[src/source/spi_defines.svh]
`ifndef SPI_DEFINES_SVH
`define SPI_DEFINES_SVH

////////////////////
// frame geometry
////////////////////

`define SPI_CMD_WIDTH  12 // full frame, flag + addr + data
`define SPI_READ_WIDTH 8  // data bits returned by a read
`define SPI_ADDR_WIDTH 3  // register address field

////////////////////
// sclk timing
////////////////////

// clk cycles per sclk half period, one bit is twice this
`define SPI_HALF_DIV   4

`endif

[src/source/spi_cmd_pkg.sv]
`include "spi_defines.svh"

package spi_cmd_pkg;

  ////////////////////
  // opcode
  ////////////////////

  // bit 11 of the command word
  typedef enum logic {
    SPI_OP_READ  = 1'b0,
    SPI_OP_WRITE = 1'b1
  } spi_op_e;

  ////////////////////
  // decoded frame
  ////////////////////

  typedef struct packed {
    spi_op_e                   op;         // latched by result stage
    logic [`SPI_CMD_WIDTH-1:0] shift_word; // mosi bits, msb sent first
  } spi_frame_t;

endpackage

[src/source/spi_link_pkg.sv]
package spi_link_pkg;

  ////////////////////
  // bit engine FSM
  ////////////////////

  typedef enum logic [1:0] {
    ENG_IDLE  = 2'd0, // cs high, waiting for frame_start
    ENG_SETUP = 2'd1, // sclk low half, mosi settling
    ENG_SHIFT = 2'd2, // sclk high half
    ENG_HOLD  = 2'd3  // cs hold after last falling edge
  } eng_state_e;

  ////////////////////
  // engine to result
  ////////////////////

  typedef struct packed {
    logic sample;     // one per sclk rise
    logic miso_bit;   // value seen on that rise
    logic frame_done; // cs back high
  } bit_event_t;

endpackage

[src/source/spi_cmd_decode.sv]
`timescale 1ns/100ps
`include "spi_defines.svh"

module spi_cmd_decode (
  input  logic                      clk,
  input  logic                      rst_n,
  input  logic [`SPI_CMD_WIDTH-1:0] cmd_in,
  input  logic                      cmd_vld,
  output logic                      cmd_rdy,
  input  logic                      frame_done,
  output spi_cmd_pkg::spi_frame_t   frame,
  output logic                      frame_start
);

  localparam int HDR_WIDTH = 1 + `SPI_ADDR_WIDTH; // op flag plus address

  logic                 busy;
  logic                 accept;
  logic [HDR_WIDTH-1:0] header;
  spi_cmd_pkg::spi_op_e op_in;

  assign cmd_rdy = ~busy;
  assign accept  = cmd_vld & ~busy;        // anything while busy is dropped
  assign header  = cmd_in[`SPI_CMD_WIDTH-1 -: HDR_WIDTH];
  assign op_in   = spi_cmd_pkg::spi_op_e'(cmd_in[`SPI_CMD_WIDTH-1]);

  ////////////////////
  // busy level
  ////////////////////

  always_ff @(posedge clk or negedge rst_n)
  begin
    if (!rst_n)
    begin
      busy        <= 1'b0;
      frame_start <= 1'b0;
    end
    else
    begin
      frame_start <= accept;               // one cycle after acceptance
      if (accept)
        busy <= 1'b1;
      else if (frame_done)
        busy <= 1'b0;
    end
  end

  // frame payload
  always_ff @(posedge clk)
  begin
    if (accept)
    begin
      frame.op <= op_in;
      if (op_in == spi_cmd_pkg::SPI_OP_WRITE)
        frame.shift_word <= cmd_in;
      else
        frame.shift_word <= {header, {`SPI_READ_WIDTH{1'b0}}}; // zeros in read phase
    end
  end

endmodule

[src/source/spi_bit_engine.sv]
`timescale 1ns/100ps
`include "spi_defines.svh"

module spi_bit_engine (
  input  logic                     clk,
  input  logic                     rst_n,
  input  spi_cmd_pkg::spi_frame_t  frame,
  input  logic                     frame_start,
  output logic                     sclk,
  output logic                     cs,
  output logic                     mosi,
  input  logic                     miso,
  output spi_link_pkg::bit_event_t events
);

  localparam int               DIV_W    = (`SPI_HALF_DIV > 1) ? $clog2(`SPI_HALF_DIV) : 1;
  localparam logic [DIV_W-1:0] DIV_LAST = DIV_W'(`SPI_HALF_DIV - 1);
  localparam logic [3:0]       BIT_LAST = 4'(`SPI_CMD_WIDTH - 1);
  localparam int               MSB      = `SPI_CMD_WIDTH - 1;

  spi_link_pkg::eng_state_e  state;
  logic [DIV_W-1:0]          div_cnt;
  logic [3:0]                bit_cnt;
  logic [`SPI_CMD_WIDTH-1:0] shreg;
  logic                      half_done;
  logic                      load;
  logic                      advance;

  assign half_done = (div_cnt == DIV_LAST);
  assign load      = (state == spi_link_pkg::ENG_IDLE) & frame_start;
  // falling edge that moves on to another bit
  assign advance   = (state == spi_link_pkg::ENG_SHIFT) & half_done & (bit_cnt != BIT_LAST);

  ////////////////////
  // control FSM
  ////////////////////

  always_ff @(posedge clk or negedge rst_n)
  begin
    if (!rst_n)
    begin
      state   <= spi_link_pkg::ENG_IDLE;
      div_cnt <= '0;
      bit_cnt <= '0;
      sclk    <= 1'b0;
      cs      <= 1'b1;
      mosi    <= 1'b0;
      events  <= '0;
    end
    else
    begin
      events.sample     <= 1'b0;            // strobes
      events.frame_done <= 1'b0;
      case (state)
        spi_link_pkg::ENG_IDLE:
        begin
          if (load)
          begin
            cs      <= 1'b0;
            mosi    <= frame.shift_word[MSB]; // first bit with cs fall
            div_cnt <= '0;
            bit_cnt <= '0;
            state   <= spi_link_pkg::ENG_SETUP;
          end
        end
        spi_link_pkg::ENG_SETUP:
        begin
          div_cnt <= half_done ? '0 : div_cnt + 1'b1;
          if (half_done)
          begin
            sclk            <= 1'b1;        // rising edge
            events.sample   <= 1'b1;
            events.miso_bit <= miso;
            state           <= spi_link_pkg::ENG_SHIFT;
          end
        end
        spi_link_pkg::ENG_SHIFT:
        begin
          div_cnt <= half_done ? '0 : div_cnt + 1'b1;
          if (half_done)
          begin
            sclk <= 1'b0;                   // falling edge
            if (advance)
            begin
              bit_cnt <= bit_cnt + 1'b1;
              mosi    <= shreg[MSB-1];
              state   <= spi_link_pkg::ENG_SETUP;
            end
            else
              state <= spi_link_pkg::ENG_HOLD;
          end
        end
        spi_link_pkg::ENG_HOLD:
        begin
          div_cnt <= half_done ? '0 : div_cnt + 1'b1;
          if (half_done)
          begin
            cs                <= 1'b1;
            mosi              <= 1'b0;
            events.frame_done <= 1'b1;
            state             <= spi_link_pkg::ENG_IDLE;
          end
        end
        default: state <= spi_link_pkg::ENG_IDLE;
      endcase
    end
  end

  // outgoing word, msb is the bit on mosi
  always_ff @(posedge clk)
  begin
    if (load)
      shreg <= frame.shift_word;
    else if (advance)
      shreg <= shreg << 1;
  end

endmodule

[src/source/spi_read_result.sv]
`timescale 1ns/100ps
`include "spi_defines.svh"

module spi_read_result (
  input  logic                       clk,
  input  logic                       rst_n,
  input  spi_cmd_pkg::spi_frame_t    frame,
  input  logic                       frame_start,
  input  spi_link_pkg::bit_event_t   events,
  output logic                       read_vld,
  output logic [`SPI_READ_WIDTH-1:0] read_data
);

  spi_cmd_pkg::spi_op_e       op;
  logic [`SPI_READ_WIDTH-1:0] rx_shreg;
  logic                       read_end;

  assign read_end = events.frame_done & (op == spi_cmd_pkg::SPI_OP_READ);

  ////////////////////
  // op and strobe
  ////////////////////

  always_ff @(posedge clk or negedge rst_n)
  begin
    if (!rst_n)
    begin
      op       <= spi_cmd_pkg::SPI_OP_WRITE;
      read_vld <= 1'b0;
    end
    else
    begin
      if (frame_start)
        op <= frame.op;
      read_vld <= read_end;                 // writes never pulse
    end
  end

  // last 8 samples survive the 12 shifts
  always_ff @(posedge clk)
  begin
    if (events.sample)
      rx_shreg <= {rx_shreg[`SPI_READ_WIDTH-2:0], events.miso_bit};
    if (read_end)
      read_data <= rx_shreg;                // held until next read
  end

endmodule

[src/source/spi_master.sv]
`timescale 1ns/100ps
`include "spi_defines.svh"

module spi_master (
  input  logic                       clk,
  input  logic                       rst_n,
  input  logic [`SPI_CMD_WIDTH-1:0]  cmd_in,
  input  logic                       cmd_vld,
  output logic                       cmd_rdy,
  output logic                       sclk,
  output logic                       cs,
  output logic                       mosi,
  input  logic                       miso,
  output logic                       read_vld,
  output logic [`SPI_READ_WIDTH-1:0] read_data
);

  spi_cmd_pkg::spi_frame_t  frame;
  logic                     frame_start;
  spi_link_pkg::bit_event_t events;

  ////////////////////
  // decode
  ////////////////////

  spi_cmd_decode u_decode (
    .clk         (clk),
    .rst_n       (rst_n),
    .cmd_in      (cmd_in),
    .cmd_vld     (cmd_vld),
    .cmd_rdy     (cmd_rdy),
    .frame_done  (events.frame_done),
    .frame       (frame),
    .frame_start (frame_start)
  );

  ////////////////////
  // bus side
  ////////////////////

  spi_bit_engine u_engine (
    .clk         (clk),
    .rst_n       (rst_n),
    .frame       (frame),
    .frame_start (frame_start),
    .sclk        (sclk),
    .cs          (cs),
    .mosi        (mosi),
    .miso        (miso),
    .events      (events)
  );

  spi_read_result u_result (
    .clk         (clk),
    .rst_n       (rst_n),
    .frame       (frame),
    .frame_start (frame_start),
    .events      (events),
    .read_vld    (read_vld),
    .read_data   (read_data)
  );

endmodule

[config.mk]
export PLATFORM = sky130hd
export DESIGN_NAME = spi_master
export DESIGN_NICKNAME = d
export VERILOG_FILES = /design/src/source/spi_cmd_pkg.sv /design/src/source/spi_link_pkg.sv /design/src/source/spi_cmd_decode.sv /design/src/source/spi_bit_engine.sv /design/src/source/spi_read_result.sv /design/src/source/spi_master.sv
export VERILOG_INCLUDE_DIRS = /design/src /design/src/source
export SDC_FILE = /design/constraint.sdc
export NUM_CORES = 1
export LEC_CHECK = 0
export ABC_AREA = 0
export BUFFER_PORTS_ARGS = -buffer_cell sky130_fd_sc_hd__buf_4
export CAP_MARGIN = 10
export CORE_ASPECT_RATIO = 0.5
export CORE_MARGIN = 8
export CORE_UTILIZATION = 25
export CTS_CLUSTER_SIZE = 14
export DETAILED_ROUTE_END_ITERATION = 8
export GPL_ROUTABILITY_DRIVEN = 0
export PLACE_DENSITY_LB_ADDON = 0.05
export SETUP_SLACK_MARGIN = 0.5
export SYNTH_ARGS = -nofsm -noshare
export SYNTH_HDL_FRONTEND = slang
export SYNTH_SLANG_ARGS = --single-unit
[constraint.sdc]
create_clock -name clk -period 2.3 [get_ports clk]
set_clock_uncertainty 0.2 [all_clocks]
set_input_delay 0.115 -clock clk [delete_from_list [all_inputs] [get_ports clk]]
set_output_delay 0.115 -clock clk [all_outputs]
set_load 0.01 [all_outputs]
Word level (Yosys, flattened, before mapping)
Index checks and enable logic that the tools add are counted.

Flip-flop bits (word level): 58. Bits of input ports: 16. Output and inout bits: 13. Logic and storage cells: 83.

$add $sub $neg: 2. Equality and inequality tests: 10. Mux-type cells: 31. Bitwise operators: 7. Reduce and logical (&&, ||, !) cells: 14.

Operator list (count): 11-bit 2-to-1 mux (2); 2-bit 2-to-1 mux (9); 12-bit 2-to-1 mux (1); 4-bit 2-to-1 mux (3); 1-bit 2-to-1 mux (10); 2-bit by 1-bit != test with 1-bit output (second input constant) (5); 2-bit nonzero test (5); 2-bit case mux with 4 select lines (1); 4-bit case mux with 2 select lines (1); 4-bit AND reduction (2); 2-bit == test (second input constant) (3); 3-bit AND reduction (2); 1-bit AND (5); 5-bit AND reduction (1); 4-bit by 1-bit adder with 4-bit output (second input constant) (1); 4-bit != test (second input constant) (1); 1-bit case mux with 2 select lines (2); 2-bit case mux with 2 select lines (1); 1-bit case mux with 3 select lines (1); 3-bit nonzero test (1); 3-bit OR reduction (1); 2-bit by 1-bit adder with 2-bit output (second input constant) (1); 2-bit by 1-bit == test with 1-bit output (second input constant) (1); 2-bit zero test (1); other kinds (2) (3).

Logic depth before layout (Yosys ltp)
Gate-level depths: netlist of run 1.

Depth after elaboration: 6. Gate-level depth with buffers: 5. Mapped depth without buffers: 4.

Modules after synthesis
Synthesis of run 1 repeated with hierarchy kept, for this count alone.

Cell total of the unflattened synthesis: 138. Area, all modules: 2272.2 µm².

By module, submodules not included: spi_bit_engine (times used 1, cells an instance 92, area an instance 1231.2 µm², sequential area each 681.9 µm²); spi_read_result (times used 1, cells an instance 20, area an instance 553.0 µm², sequential area each 531.8 µm²); spi_cmd_decode (times used 1, cells an instance 26, area an instance 488.0 µm², sequential area each 410.4 µm²).

Worst setup path before layout of run 1
OpenSTA, ideal clock, no wires.

Path type: reg-to-reg. Start point: register u_engine.div_cnt[0]. End point: register u_engine.mosi. Setup time: 125 ps. Arrival: 1510 ps. Data required time: 1975 ps. Slack: 464 ps. Stages on the path, launching flop included: 6. Path buffers: 1. Period minus slack after synthesis: 1836 ps. Cells stage by stage: dfrtp_1 -> ha_1 -> buf_6 -> and2_4 -> a311o_1 -> mux2_4.

Cells in the longest elaborated chain, start to end: 5. Elaborated cells on any way between the ends: 7. Those cells by class: 4 x eq/ne; 2 x bitwise; 1 x reduce/logical.

Ends and longest elaborated chain: start, declared (line spi_bit_engine.sv:22) `logic [DIV_W-1:0] div_cnt;`; start signal, assigned (line spi_bit_engine.sv:68) `div_cnt <= half_done ? '0 : div_cnt + 1'b1;`; start signal, assigned (line spi_bit_engine.sv:79) `div_cnt <= half_done ? '0 : div_cnt + 1'b1;`; start signal, assigned (line spi_bit_engine.sv:95) `div_cnt <= half_done ? '0 : div_cnt + 1'b1;`; 2-bit == test (*) (line spi_bit_engine.sv:29) `assign half_done = (div_cnt == DIV_LAST);`; 1-bit AND (2 in series) (line spi_bit_engine.sv:32) `assign advance = (state == spi_link_pkg::ENG_SHIFT) & half_done & (bit_cnt != BIT_LAST);`; 2-bit by 1-bit != test with 1-bit output (no line); 5-bit AND reduction (no line) (*); end signal, assigned (line spi_bit_engine.sv:60) `mosi <= frame.shift_word[MSB];`; end signal, assigned (line spi_bit_engine.sv:86) `mosi <= shreg[MSB-1];`; end, declared (line spi_bit_engine.sv:11) `output logic mosi,`.

Every way passes the cells marked *; elsewhere a longest branch is shown, timed or not. A chain may end at the register's enable or synchronous reset.

Worst setup path after layout of run 1
Start point: register u_engine.bit_cnt[0]. End point: register u_engine.mosi.

Cells in the longest elaborated chain, start to end: 4.

Ends and longest elaborated chain: start, declared (line spi_bit_engine.sv:23) `logic [3:0] bit_cnt;`; start signal, assigned (line spi_bit_engine.sv:85) `bit_cnt <= bit_cnt + 1'b1;`; 4-bit != test (line spi_bit_engine.sv:32); 1-bit AND (line spi_bit_engine.sv:32); 2-bit by 1-bit != test with 1-bit output (no line); 5-bit AND reduction (no line).

Every way passes these cells.

==> results of run 1 <==
==> what timing repair did <==
action                                  4_1_cts  5_1_grt
buffers inserted                              0        5
endpoints found under the hold margin        31        0
endpoints found under the setup margin       15       16
cloned                                        0        0
gates resized for setup                       3        4
pin swaps                                     0        2
hold buffers                                 14        0
==> routing by layer <==
layer / GRT usage [%] / vias up / routed length, um
met3: 4.08 / 8 / 264
met2: 10.8 / 31 / 1850
li1: - / 679 / -
met1: 9.05 / 648 / 2020
met4: 5.09 / 0 / 68
met5: 0 / - / 0
==> layout make-up <==
class,instances,area share [%]
Tap cell,117,4.72
Timing Repair Buffer,52,13.7
Multi-Input combinational cell,91,18.3
Clock inverter,6,2.62
Inverter,5,0.605
Clock buffer,10,7.70
Sequential cell,57,52.4
==> state kept, by name, indices dropped and copies added (netlist names), 2 cells and up <==
name and count:
u_engine.state 2, u_engine.bit_cnt 4, u_result.rx_shreg 8, u_result.read_data 8
u_engine.events 3, u_decode.frame 12, u_engine.shreg 11, u_engine.div_cnt 2
==> cell families (layout without fill, tap and decap cells) <==
| family | Yosys count | count (layout) |
|---|---|---|
| adders and majority gates | 3 | 3 |
| and+or+nand+nor | 64 | 64 |
| AOI/OAI and AO/OA | 20 | 20 |
| muxes | 4 | 4 |
| buffers and inverters | 10 | 73 |
| DFF | 57 | 57 |
==> power groups by stage <==
| stage | logic (mW) | clock network (mW) | registers [mW] |
|---|---|---|---|
| floorplan | 0.394 | 0 | 1.48 |
| global placement | 0.623 | 0 | 1.48 |
| detailed placement | 0.621 | 0 | 1.48 |
| CTS | 0.652 | 1.45 | 1.47 |
| global route | 0.742 | 1.50 | 1.50 |
| finish | 0.655 | 1.41 | 1.47 |
==> metrics by stage <==
| step | std cells | setup slack, ns | util (%) | hold WS, ns | total power, mW |
|---|---|---|---|---|---|
| after CTS | 333 | 0.513 | 35.4 | 0.00262 | 3.58 |
| after global routing | 338 | 0.430 | 35.9 | 0.0216 | 3.74 |
| final | 338 | 0.506 | 35.9 | 0.00346 | 3.54 |
| after detailed placement | 303 | 0.360 | 29.8 | -0.193 | 2.10 |
| after global placement | 303 | 0.388 | 29.8 | -0.195 | 2.10 |
| after floorplan | 158 | 0.500 | - | -0.381 | 1.87 |
==> critical path: cells and delay by family, from the launching register on <==
family	cells	cell delay, ns
mux	1	0.30
fa+ha+maj	1	0.21
flops	1	0.38
compound gates	1	0.42
simple gates	1	0.18
==> worst max path at each step <==
stage	start	slack, ns	endpoint
2_1_floorplan	u_engine.div_cnt[0]	0.50	u_engine.mosi
3_3_place_gp	u_decode.frame_start	0.39	u_engine.shreg[5]
3_5_place_dp	u_decode.frame_start	0.36	u_engine.shreg[7]
4_1_cts	u_engine.bit_cnt[0]	0.51	u_engine.mosi
5_1_grt	u_engine.bit_cnt[1]	0.43	u_engine.mosi
6_report	u_engine.bit_cnt[0]	0.51	u_engine.mosi
==> cell usage after synthesis, drive strengths merged <==
cell	n
a21o	2
dfrtp	16
a22o	1
a311o	1
nor3b	1
or3	1
inv	5
nand3	4
a21oi	4
o41ai	1
ha	3
edfxtp	39
o211ai	2
or3b	1
nand2b	1
nor2	3
dfstp	2
o21bai	1
o21ai	4
buf	5
mux2	3
nand2	34
and2	10
o31ai	1
nand4b	1
nand3b	2
and3	1
mux2i	1
a211oi	1
a31oi	2
and3b	1
nor2b	3
and4b	1
==> impl_summary.txt, run 1 <==
----------------------------------------------------
[Clock tree]
  Clock Root Buffer ... sky130_fd_sc_hd__clkbuf_16
  CTS tree ... done
  Clock-pin transition on the worst setup and hold timing paths ... roughly 0.050 ns
  Clock Sink Count ... 57
  Insertion delay of the later-clocked pin in the worst-skew pair ... between 0.3 and 0.4 ns
  Cts bufs inserted ... 9
  Maximum level of the CTS H-tree ... 3
  Number of buffers on the longest clock path ... 2

[Global route]
  Antenna violations before repair ... 0
  GR Overflow Total ... 0
  Maximum number of pins on one net before global-route repair ... 19
  Number of global-route vias before repair ... 1364
  First-pass GRT wire length ... approximately 6900 um
  Overall Global Routing Usage ... 7.66%

[Power and ir drop]
  VDD IR-drop max ... a little under 0.0004 V
  Net Sw Power ... just under 0.9 mW
  Internal power ... 2.64 mW
  Switching Share ... between 20% and 30%
  Part of the total power dissipated in the clock network ... about two fifths
  Combinational share of power ... 18.5%
  Proportion of power drawn by flip-flops and latches ... between 40% and 50%
  Static Leak ... between 1 and 1.5 nW
  Total power density per cell area ... approximately 1100 nW/um2

[Layout]
  Area taken by multi-input logic gates ... ~570 um2
  Most frequent cells in the layout ... 39 x sky130_fd_sc_hd__edfxtp_1, 38 x sky130_fd_sc_hd__buf_4, 33 x sky130_fd_sc_hd__nand2_1, 15 x sky130_fd_sc_hd__dfrtp_1, 14 x sky130_fd_sc_hd__dlygate4sd3_1
  Antenna diode count ... 0
  Finished layout cell area ... ~3100 um2
  Leading cell type in the layout, fill and taps excluded ... sky130_fd_sc_hd__edfxtp_1
  Fillcell total ... around 870
  Synth-to-layout area growth ... 40.2%
  Net count, final ... around 240
  Ratio of cells with drive above 1 in the final layout ... between 20% and 30%
  Area used by sequential logic in the layout ... roughly 1600 um2

[STA]
  Timing-limited maximum frequency ... about 560 MHz
  Final total negative setup slack ... 0 ns
  # setup viols final ... 0
  Worst-Margin Slew ... around 0.33 ns
  Unrepaired setup endpoints after global routing ... yes
  Fin. Hold Viols ... 0
  Final critical-path share of the clock period ... between 70% and 80%
  Final slew viol count ... 0
  Period minus WS final ... around 1.8 ns
  Worst relative slew slack ... a little under 80%

[Yosys]
  Yosys warning count ... 0
  Synth top area share ... a little over half
  Main combinational cell family by area after synthesis ... simple AND/OR/NAND/NOR gates
  Flip-flop and latch count after synthesis ... 57
  Share of synthesized area spent on multiplexers ... under 10%
  XOR/XNOR Fraction of Synth Area ... 0%
  Fraction of the yosys area taken by sequential cells ... approximately 73%
  Post-synthesis share of cell area spent on and, or, nand and nor gates ... about 15%
  Net count after synthesis ... roughly 180
  Fraction of the mapped netlist area in compound gates ... 5.99%
  Area share of fa/ha/maj cells after synthesis ... 1.70%
  Post-synthesis average cell area ... between 10 and 15 um2
  Summed instance area of the synthesized netlist ... about 2200 um2
  Post-Syn Instances ... 158
  Cell types occupying the most area after synthesis ... sky130_fd_sc_hd__edfxtp_1 53%, sky130_fd_sc_hd__dfrtp_1 18%, sky130_fd_sc_hd__nand2_1 5.8%, sky130_fd_sc_hd__and2_1 2.5%, sky130_fd_sc_hd__dfstp_2 2.4%
  Cell variety after synth ... 36
  Synth area leader ... sky130_fd_sc_hd__edfxtp_1

[Place]
  Detailed-placement wirelength estimate ... around 2700 um
  Count of port buffers added during placement ... 28
  Post-place instance area ... 2580 um2

[Detailed routing]
  Post-detailed-route count of antenna-violating nets ... 0
  Wire length per cell ... approximately 12 um
  Total wire length ... roughly 4200 um
  Detailed-route vias per instance ... 4.04
  Number of vias in the routed layout ... around 1400
  Count of routing violations after the opening detailed-route iteration ... 45
  Remaining design rule violation count ... 0
  Count of TritonRoute iterations in the first routing pass ... 4

[Worst setup path]
  Category of the worst setup path launch point ... register
  Internal reg-to-reg setup slack ... approximately 0.51 ns
  WP data required ... about 2.3 ns
  Critical Path Max Stage Delay ... ~0.42 ns
  Beginning of the worst register-to-register path ... u_engine.bit_cnt[0]
  Worst path cell trace ... ha_2, nand3b_1, a311o_1, mux2_4
  Slowest cell on crit path ... sky130_fd_sc_hd__a311o_1
  Endpoint class of the critical path ... register
  Critical path start-end classification ... reg2reg
  Arrival time of the worst setup path ... 1.80 ns
  Worst-case reg-to-reg path depth ... 4
  CP Max Fanout ... 5
  Reg2reg end ... u_engine.mosi

[Min path]
  Type of the tightest min-delay check ... in2async

[Floorplanning]
  Vert. Die Dim ... 82.5 um
  Width of the die ... approximately 150 um
  Starting density of the core ... between 20% and 30%
  Area of the die ... roughly 12000 um2
  Count of pins on the block boundary ... 29
  Area of the core ... between 8000 and 9000 um2
  Number of cell rows ... 24

[Run status]
  Outcome ... complete, no violations

[Run]
  Reported max-cap violation count ... 0

----------------------------------------------------
Note: power is estimated with default switching activity, not from simulation.
==> run 2, diff against run 1 <==
==> constraint.sdc (replaced) <==
create_clock -name clk -period 1.6 [get_ports clk]
set_clock_uncertainty 0.2 [all_clocks]
set_input_delay 0.08 -clock clk [delete_from_list [all_inputs] [get_ports clk]]
set_output_delay 0.08 -clock clk [all_outputs]
set_load 0.01 [all_outputs]
==> run 2 against run 1 <==
Against the previous run:
- the run now ends with hold timing, setup timing left
- worst setup slack lost 0.60 ns
- routed wire length grew 13%
- global-route usage grew 0.99 points
- die area is the same
- sequential share of layout area fell by 6.8 points
- sequential power grew 49%
- clock power increased by 16%
- largest cell class unchanged
==> impl_summary.txt, run 2 (synthesized netlist as in run 1, its figures left out) <==
----------------------------------------------------
[STA]
  Final setup margin ... -0.0953 ns (-0.601 ns)
  Worst hold slack across all endpoints ... -0.0257 ns (-0.0292 ns)
  # setup viols final ... 16 (+16)
  Worst-Margin Slew ... 0.250 ns (-0.0843 ns)
  Period minus WS final ... 1.70 ns (-0.0985 ns)
  Final slew viol count ... 0 (unchanged)
  Fin. Hold Viols ... 17 (+17)
  Final total negative setup slack ... -0.646 ns (-0.646 ns)
  Unrepaired setup endpoints after global routing ... yes
  Final critical-path share of the clock period ... 106% (+28 points)
  Timing-limited maximum frequency ... 590 MHz (+5.8%)
  Worst relative slew slack ... 83.4% (+5.6 points)

[Clock tree]
  Clock Sink Count ... 57 (unchanged)
  Clock-pin transition on the worst setup and hold timing paths ... 0.05 ns (about the same)
  Number of buffers on the longest clock path ... 2 (unchanged)
  Cts bufs inserted ... 9 (unchanged)
  CTS tree ... done
  Clock Root Buffer ... sky130_fd_sc_hd__clkbuf_16
  Number of hold buffers added after cts ... 14 (unchanged)
  Maximum level of the CTS H-tree ... 3 (unchanged)
  Insertion delay of the later-clocked pin in the worst-skew pair ... 0.32 ns (about the same)

[Detailed routing]
  Wire length per cell ... 12.8 um (+3.1%)
  Number of vias in the routed layout ... 1501 (+9.9%)
  Remaining design rule violation count ... 0 (unchanged)
  Count of TritonRoute iterations in the first routing pass ... 3 (-1)
  Count of routing violations after the opening detailed-route iteration ... 55 (+22%)
  Total wire length ... 4760 um (+13%)
  Post-detailed-route count of antenna-violating nets ... 0 (unchanged)
  Detailed-route vias per instance ... 4.05 (+0.11%)

[Floorplanning]
  Vert. Die Dim ... 82.5 um (unchanged)
  Number of cell rows ... 24 (unchanged)
  Area of the die ... 12300 um2 (unchanged)
  Count of pins on the block boundary ... 29 (unchanged)
  Width of the die ... 149 um (unchanged)
  Area of the core ... 8650 um2 (unchanged)
  Starting density of the core ... 25.6% (unchanged)

[Power and ir drop]
  Total power density per cell area ... 1560 nW/um2 (+37%)
  Static Leak ... 1.45 nW (+15%)
  Post-layout total power ... 5.57 mW (+58%)
  VDD IR-drop max ... 0.000650 V (+64%)

[Place]
  Count of port buffers added during placement ... 28 (unchanged)
  Detailed-placement wirelength estimate ... 3020 um (+12%)

[Global route]
  Antenna violations before repair ... 0 (unchanged)
  Met1 GRT Util ... 10.0% (+0.95 points)
  Maximum number of pins on one net before global-route repair ... 19 (unchanged)
  GR Layer Usage met3 ... 4.51% (+0.44 points)
  Met2 Usage GRT ... 13.4% (+2.6 points)
  GR Overflow Total ... 0 (unchanged)
  First-pass GRT wire length ... 7810 um (+14%)
  Global routing's busiest layer ... met2
  Overall Global Routing Usage ... 8.65% (+0.99 points)
  Number of global-route vias before repair ... 1566 (+15%)

[Worst setup path]
  Worst path cell trace ... ha_4, and3_4, a311o_1, mux2_4
  Endpoint class of the critical path ... register
  Critical Path Max Stage Delay ... 0.43 ns (about the same)
  WP data required ... 1.60 ns (-0.71 ns)
  Category of the worst setup path launch point ... register
  Critical path start-end classification ... reg2reg
  Arrival time of the worst setup path ... 1.70 ns (-0.10 ns)
  CP Max Fanout ... 3 (-2)
  Slowest cell on crit path ... sky130_fd_sc_hd__dfrtp_1

[Layout]
  Synth-to-layout area growth ... 61.3%
  Leading cell type in the layout, fill and taps excluded ... sky130_fd_sc_hd__buf_4
  Net count, final ... 268 (+14%)
  Ratio of cells with drive above 1 in the final layout ... 50.0% (+20 points)
  Number of flip-flops under the largest register name ... 12 (unchanged)
  Largest registers ... u_decode.frame (12), u_engine.shreg (11)
  Most frequent cells in the layout ... 42 x sky130_fd_sc_hd__buf_4, 39 x sky130_fd_sc_hd__edfxtp_1, 24 x sky130_fd_sc_hd__buf_6, 21 x sky130_fd_sc_hd__nand2_1, 14 x sky130_fd_sc_hd__dlygate4sd3_1
  Fillcell total ... 832 (-4.7%)
  Largest register by flop count ... u_decode.frame
  Area used by sequential logic in the layout ... 1630 um2 (+0.23%)
  Area taken by multi-input logic gates ... 741 um2 (+31%)
  Antenna diode count ... 0 (unchanged)

[Run status]
  Outcome ... finished, violations left
  Failing checks ... hold timing, setup timing

[Min path]
  Type of the tightest min-delay check ... in2async

[Run]
  Reported max-cap violation count ... 0 (unchanged)

----------------------------------------------------
==> run 2: changes by cell type in the layout (fill, tap and decap cells not counted), moves of 4 or more <==
cell | before | now
sky130_fd_sc_hd__buf_4 | 38 | 42
sky130_fd_sc_hd__buf_6 | 0 | 24
sky130_fd_sc_hd__nand2_1 | 33 | 21
sky130_fd_sc_hd__nand2_2 | 0 | 12
==> run 2: through the flow <==
stage               std cells  hold WS (ns)  setup WS [ns]  cell area (um2)  utilization, %
finish                    371       -0.0257        -0.0953             3570            41.3
global route              371       -0.0285         -0.156             3570            41.3
CTS                       367       -0.0277        -0.0882             3490            40.3
detailed placement        324        -0.226         -0.129             2820            32.6
global placement          324        -0.219         -0.101             2820            32.6
floorplan                 158        -0.416         -0.181             2300               -
==> run 2: metal layers <==
metal / wire length [um] / part of all wire [%]
met1: 2230 / 47
met4: 78 / 1.6
met5: 0 / 0
met2: 2170 / 46
met3: 286 / 6.0
==> run 2: cell type report <==
class                           count  area share [%]
Inverter                            5           0.526
Clock inverter                      5           0.631
Clock buffer                       11            6.52
Tap cell                          117            4.10
Timing Repair Buffer               83            21.9
Multi-Input combinational cell     93            20.7
Sequential cell                    57            45.6
==> run 2: worst max-delay path: cells and delay by family (launching register included) <==
| kind | cells | cell delay (ns) |
|---|---|---|
| AND/OR/NAND/NOR | 1 | 0.17 |
| AO/OA/AOI/OAI | 1 | 0.29 |
| multiplexers | 1 | 0.30 |
| adder cells (fa/ha/maj) | 1 | 0.19 |
| flip-flops | 1 | 0.43 |
==> run 2: final timing paths <==
path	startpoint	to	slack [ns]	cells past startpoint
max	u_engine.div_cnt[1]	u_engine.mosi	-0.1	4
min	rst_n	u_engine.bit_cnt[3]	-0.03	2
max reg2reg	u_engine.div_cnt[1]	u_engine.mosi	-0.1	4
min reg2reg	u_result.rx_shreg[7]	u_result.read_data[7]	0.22	0
max in group asynchronous	rst_n	u_result.op	0.96	2
min in group clk	cmd_vld	u_decode.frame_start	-0.02	3
==> run 2: where the power goes <==
part           switching [mW]  leakage (nW)  internal [mW]
logic                   0.713         0.747           1.04
registers               0.234         0.575           1.96
clock network           0.604         0.128           1.02
==> run 2: what timing repair did <==
action	in CTS	in global routing
gates resized for setup	41	19
pin swaps	12	10
endpoints found under the hold margin	32	17
setup endpoints to repair	69	78
gates cloned	3	0
setup buffers	10	4
==> run 3, diff against run 2 <==
--- a/config.mk
+++ b/config.mk
@@ -17,6 +17,8 @@
 export GPL_ROUTABILITY_DRIVEN = 0
 export PLACE_DENSITY_LB_ADDON = 0.05
 export SETUP_SLACK_MARGIN = 0.5
+export SKIP_CTS_REPAIR_TIMING = 1
 export SYNTH_ARGS = -nofsm -noshare
 export SYNTH_HDL_FRONTEND = slang
+export SYNTH_HIERARCHICAL = 1
 export SYNTH_SLANG_ARGS = --single-unit
==> run 3 against run 2 <==
Against the previous run:
- the flow still finishes with violations (hold timing, setup timing)
- core utilization shrank 0.44 points
- via count shrank 7.6%
- non-clock buffer count shrank 4
- clock power rose by 2%
- critical endpoint is now u_engine/mosi
- highest routed layer unchanged
==> impl_summary.txt, run 3 <==
----------------------------------------------------
[Layout]
  Post-layout instance count excluding filler cells ... 347 (-6.5%)
  Most frequent cells in the layout ... 40 x sky130_fd_sc_hd__buf_4, 39 x sky130_fd_sc_hd__edfxtp_1, 23 x sky130_fd_sc_hd__buf_6, 16 x sky130_fd_sc_hd__dfrtp_1, 14 x sky130_fd_sc_hd__dlygate4sd3_1
  Largest registers ... u_decode/frame (12), u_engine/shreg (11)
  Synth-to-layout area growth ... 57.7%
  Net count, final ... 248 (-7.5%)
  Finished layout cell area ... 3580 um2 (+0.32%)
  Antenna diode count ... 0 (unchanged)
  Ratio of cells with drive above 1 in the final layout ... 53.0% (+3.0 points)
  Leading cell type in the layout, fill and taps excluded ... sky130_fd_sc_hd__buf_4
  Largest register by flop count ... u_decode/frame
  Number of flip-flops under the largest register name ... 12 (unchanged)
  Fillcell total ... 842 (+1.2%)
  Final core utilization ... 40.9% (-0.44 points)

[Floorplanning]
  Starting density of the core ... 25.9% (+0.32 points)
  Area of the core ... 8770 um2 (+1.4%)
  Count of pins on the block boundary ... 29 (unchanged)
  Number of cell rows ... 24 (unchanged)
  Vert. Die Dim ... 83.4 um (+1.1%)
  Width of the die ... 151 um (+1.2%)
  Area of the die ... 12600 um2 (+2.3%)

[Yosys]
  Synth area leader ... sky130_fd_sc_hd__edfxtp_1
  Post-Syn Instances ... 138 (-13%)
  Yosys warning count ... 6 (+6)
  Most used standard cell by instance count after synthesis ... sky130_fd_sc_hd__edfxtp_1
  Predominant post-synthesis flop cell ... sky130_fd_sc_hd__edfxtp_1
  Post-synthesis share of cell area spent on and, or, nand and nor gates ... 7.54% (-7.0 points)
  Share of synthesized area spent on multiplexers ... 7.71% (+5.6 points)
  Post-synthesis average cell area ... 16.5 um2 (+18%)
  Fraction of the yosys area taken by sequential cells ... 71.5% (-1.9 points)
  Summed instance area of the synthesized netlist ... 2270 um2 (+2.7%)
  Flip-flop and latch count after synthesis ... 57 (unchanged)
  Post-synth EDFFs ... 39 (unchanged)
  Area share of fa/ha/maj cells after synthesis ... 3.85% (+2.2 points)
  Net count after synthesis ... 161 (-9.0%)
  Cell types occupying the most area after synthesis ... sky130_fd_sc_hd__edfxtp_1 52%, sky130_fd_sc_hd__dfrtp_1 18%, sky130_fd_sc_hd__mux2_2 4.0%, sky130_fd_sc_hd__ha_1 3.9%, sky130_fd_sc_hd__and2_1 2.8%
  Most numerous cell types in the synthesized netlist ... 39 x sky130_fd_sc_hd__edfxtp_1, 16 x sky130_fd_sc_hd__dfrtp_1, 10 x sky130_fd_sc_hd__and2_1
  Fraction of the mapped netlist area in compound gates ... 7.43% (+1.4 points)
  Main combinational cell family by area after synthesis ... multiplexers
  XOR/XNOR Fraction of Synth Area ... 0% (unchanged)
  Synth top area share ... 51.5% (-1.4 points)
  Ys async rst share ... 31.6% (unchanged)
  Cell variety after synth ... 34 (-5.6%)

[Worst setup path]
  Slowest cell on crit path ... sky130_fd_sc_hd__dfrtp_1
  Reg2reg end ... u_engine/mosi
  Worst path cell trace ... ha_2, and3b_2, o21a_4, a2111oi_4, mux2_4
  Worst-case reg-to-reg path depth ... 5 (+1)
  Category of the worst setup path launch point ... register
  Internal reg-to-reg setup slack ... -0.24 ns (-0.14 ns)
  CP Depth ... 5 (+1)
  Critical Path Max Stage Delay ... 0.38 ns (-0.05 ns)
  Worst setup path startpoint ... u_engine/bit_cnt[0]
  WP data required ... 1.60 ns (about the same)
  Capturing element of the worst setup path ... u_engine/mosi
  Arrival time of the worst setup path ... 1.84 ns (+0.14 ns)
  Family with the most delay on the worst path ... compound AO/OA/AOI/OAI gates
  CP Max Fanout ... 3 (unchanged)
  Critical path start-end classification ... reg2reg
  Beginning of the worst register-to-register path ... u_engine/bit_cnt[0]
  Worst path buffer plus inverter count ... 0 (unchanged)
  Endpoint class of the critical path ... register

[Global route]
  Overall Global Routing Usage ... 7.47% (-1.2 points)
  Maximum number of pins on one net before global-route repair ... 19 (unchanged)
  Number of global-route vias before repair ... 1338 (-15%)
  First-pass GRT wire length ... 6970 um (-11%)
  Antenna violations before repair ... 0 (unchanged)
  GR Overflow Total ... 0 (unchanged)

[Clock tree]
  Insertion delay of the later-clocked pin in the worst-skew pair ... 0.32 ns (about the same)
  CTS tree ... done
  Number of buffers on the longest clock path ... 2 (unchanged)
  Cts bufs inserted ... 9 (unchanged)
  Clock Root Buffer ... sky130_fd_sc_hd__clkbuf_16
  Clock Sink Count ... 57 (unchanged)
  Clock-pin transition on the worst setup and hold timing paths ... 0.05 ns (about the same)
  Maximum level of the CTS H-tree ... 3 (unchanged)

[Detailed routing]
  Count of TritonRoute iterations in the first routing pass ... 4 (+1)
  Total wire length ... 4590 um (-3.6%)
  Post-detailed-route count of antenna-violating nets ... 0 (unchanged)
  Remaining design rule violation count ... 0 (unchanged)
  Number of vias in the routed layout ... 1387 (-7.6%)
  Wire length per cell ... 13.2 um (+3.1%)
  Count of routing violations after the opening detailed-route iteration ... 23 (-58%)
  Detailed-route vias per instance ... 4.00 (-1.2%)

[STA]
  Worst relative slew slack ... 79.8% (-3.6 points)
  Period minus WS final ... 1.84 ns (+0.144 ns)
  Fin. Hold Viols ... 17 (unchanged)
  Worst hold slack across all endpoints ... -0.0240 ns (+0.00172 ns)
  Final total negative setup slack ... -3.93 ns (-3.28 ns)
  # setup viols final ... 28 (+12)
  Timing-limited maximum frequency ... 544 MHz (-7.9%)
  Final critical-path share of the clock period ... 115% (+9.0 points)
  Worst-Margin Slew ... 0.304 ns (+0.0541 ns)
  Unrepaired setup endpoints after global routing ... yes
  Final setup margin ... -0.240 ns (-0.144 ns)
  Final slew viol count ... 0 (unchanged)

[Run status]
  Outcome ... finished, violations left
  Failing checks ... hold timing, setup timing

[Power and ir drop]
  Total power density per cell area ... 1620 nW/um2 (+3.9%)
  Net Sw Power ... 1.60 mW (+2.9%)
  Combinational share of power ... 34.9% (+3.4 points)
  Post-layout total power ... 5.81 mW (+4.2%)
  Proportion of power drawn by flip-flops and latches ... 36.4% (-2.9 points)
  Part of the total power dissipated in the clock network ... 28.7% (-0.5 points)
  Static Leak ... 1.51 nW (+4.2%)
  Internal power ... 4.21 mW (+4.7%)
  VDD IR-drop max ... 0.000566 V (-13%)
  Switching Share ... 27.5% (-0.35 points)

[Place]
  Count of port buffers added during placement ... 28 (unchanged)
  Post-place instance area ... 2880 um2 (+2.1%)
  Pre-CTS setup slack ... -0.245 ns (-0.116 ns)
  Number of instances in the placed design ... 307 (-5.2%)
  Detailed-placement wirelength estimate ... 3060 um (+1.2%)

[Min path]
  Type of the tightest min-delay check ... in2async

[Run]
  Reported max-cap violation count ... 0 (unchanged)

----------------------------------------------------
-- run 3: cell count changes in the layout (fill, tap and decap cells not counted), sizes merged, moves of 4 or more --
| cell | delta |
|---|---|
| a21oi | -4 |
| buf | -4 |
| ha | +4 |
| mux2 | +11 |
| nand2 | -28 |
-- run 3: kinds of logic after synthesis --
logic type,count (synthesis)
AO/OA/AOI/OAI,18
multiplexers,15
buffers and inverters,10
flip-flops,57
adder cells (fa/ha/maj),7
AND/OR/NAND/NOR,31
-- run 3: layout make-up --
cell class,instances,area (um2),area share (%)
Sequential cell,57,1620,45.3
Multi-Input combinational cell,72,785,21.9
Timing Repair Buffer,79,739,20.6
Clock buffer,12,246,6.88
Tap cell,117,146,4.09
Inverter,6,22.5,0.629
Clock inverter,4,18.8,0.524
-- run 3: worst min path at each step --
stage                        from              endpoint
final                       rst_n   u_engine/bit_cnt[3]
after floorplan             rst_n         u_decode/busy
after CTS                   rst_n   u_engine/bit_cnt[2]
after detailed placement    rst_n  u_decode/frame_start
after global routing      cmd_vld  u_decode/frame_start
after global placement      rst_n  u_decode/frame_start
-- run 3: power by group through the flow --
stage / sequential, mW / clock [mW] / combinational (mW)
global placement: 2.10 / 0 / 1.56
detailed placement: 2.11 / 0 / 1.56
global route: 2.15 / 1.81 / 2.22
finish: 2.11 / 1.67 / 2.03
CTS: 2.08 / 1.73 / 1.57
floorplan: 2.11 / 0 / 0.855
-- run 3: metal layers --
metal | vias up | GRT usage, % | routed length [um]
li1 | 683 | - | -
met1 | 659 | 8.87 | 2170
met2 | 39 | 10.1 | 2040
met3 | 6 | 4.98 | 335
met4 | 0 | 3.48 | 45
met5 | - | 0 | 0
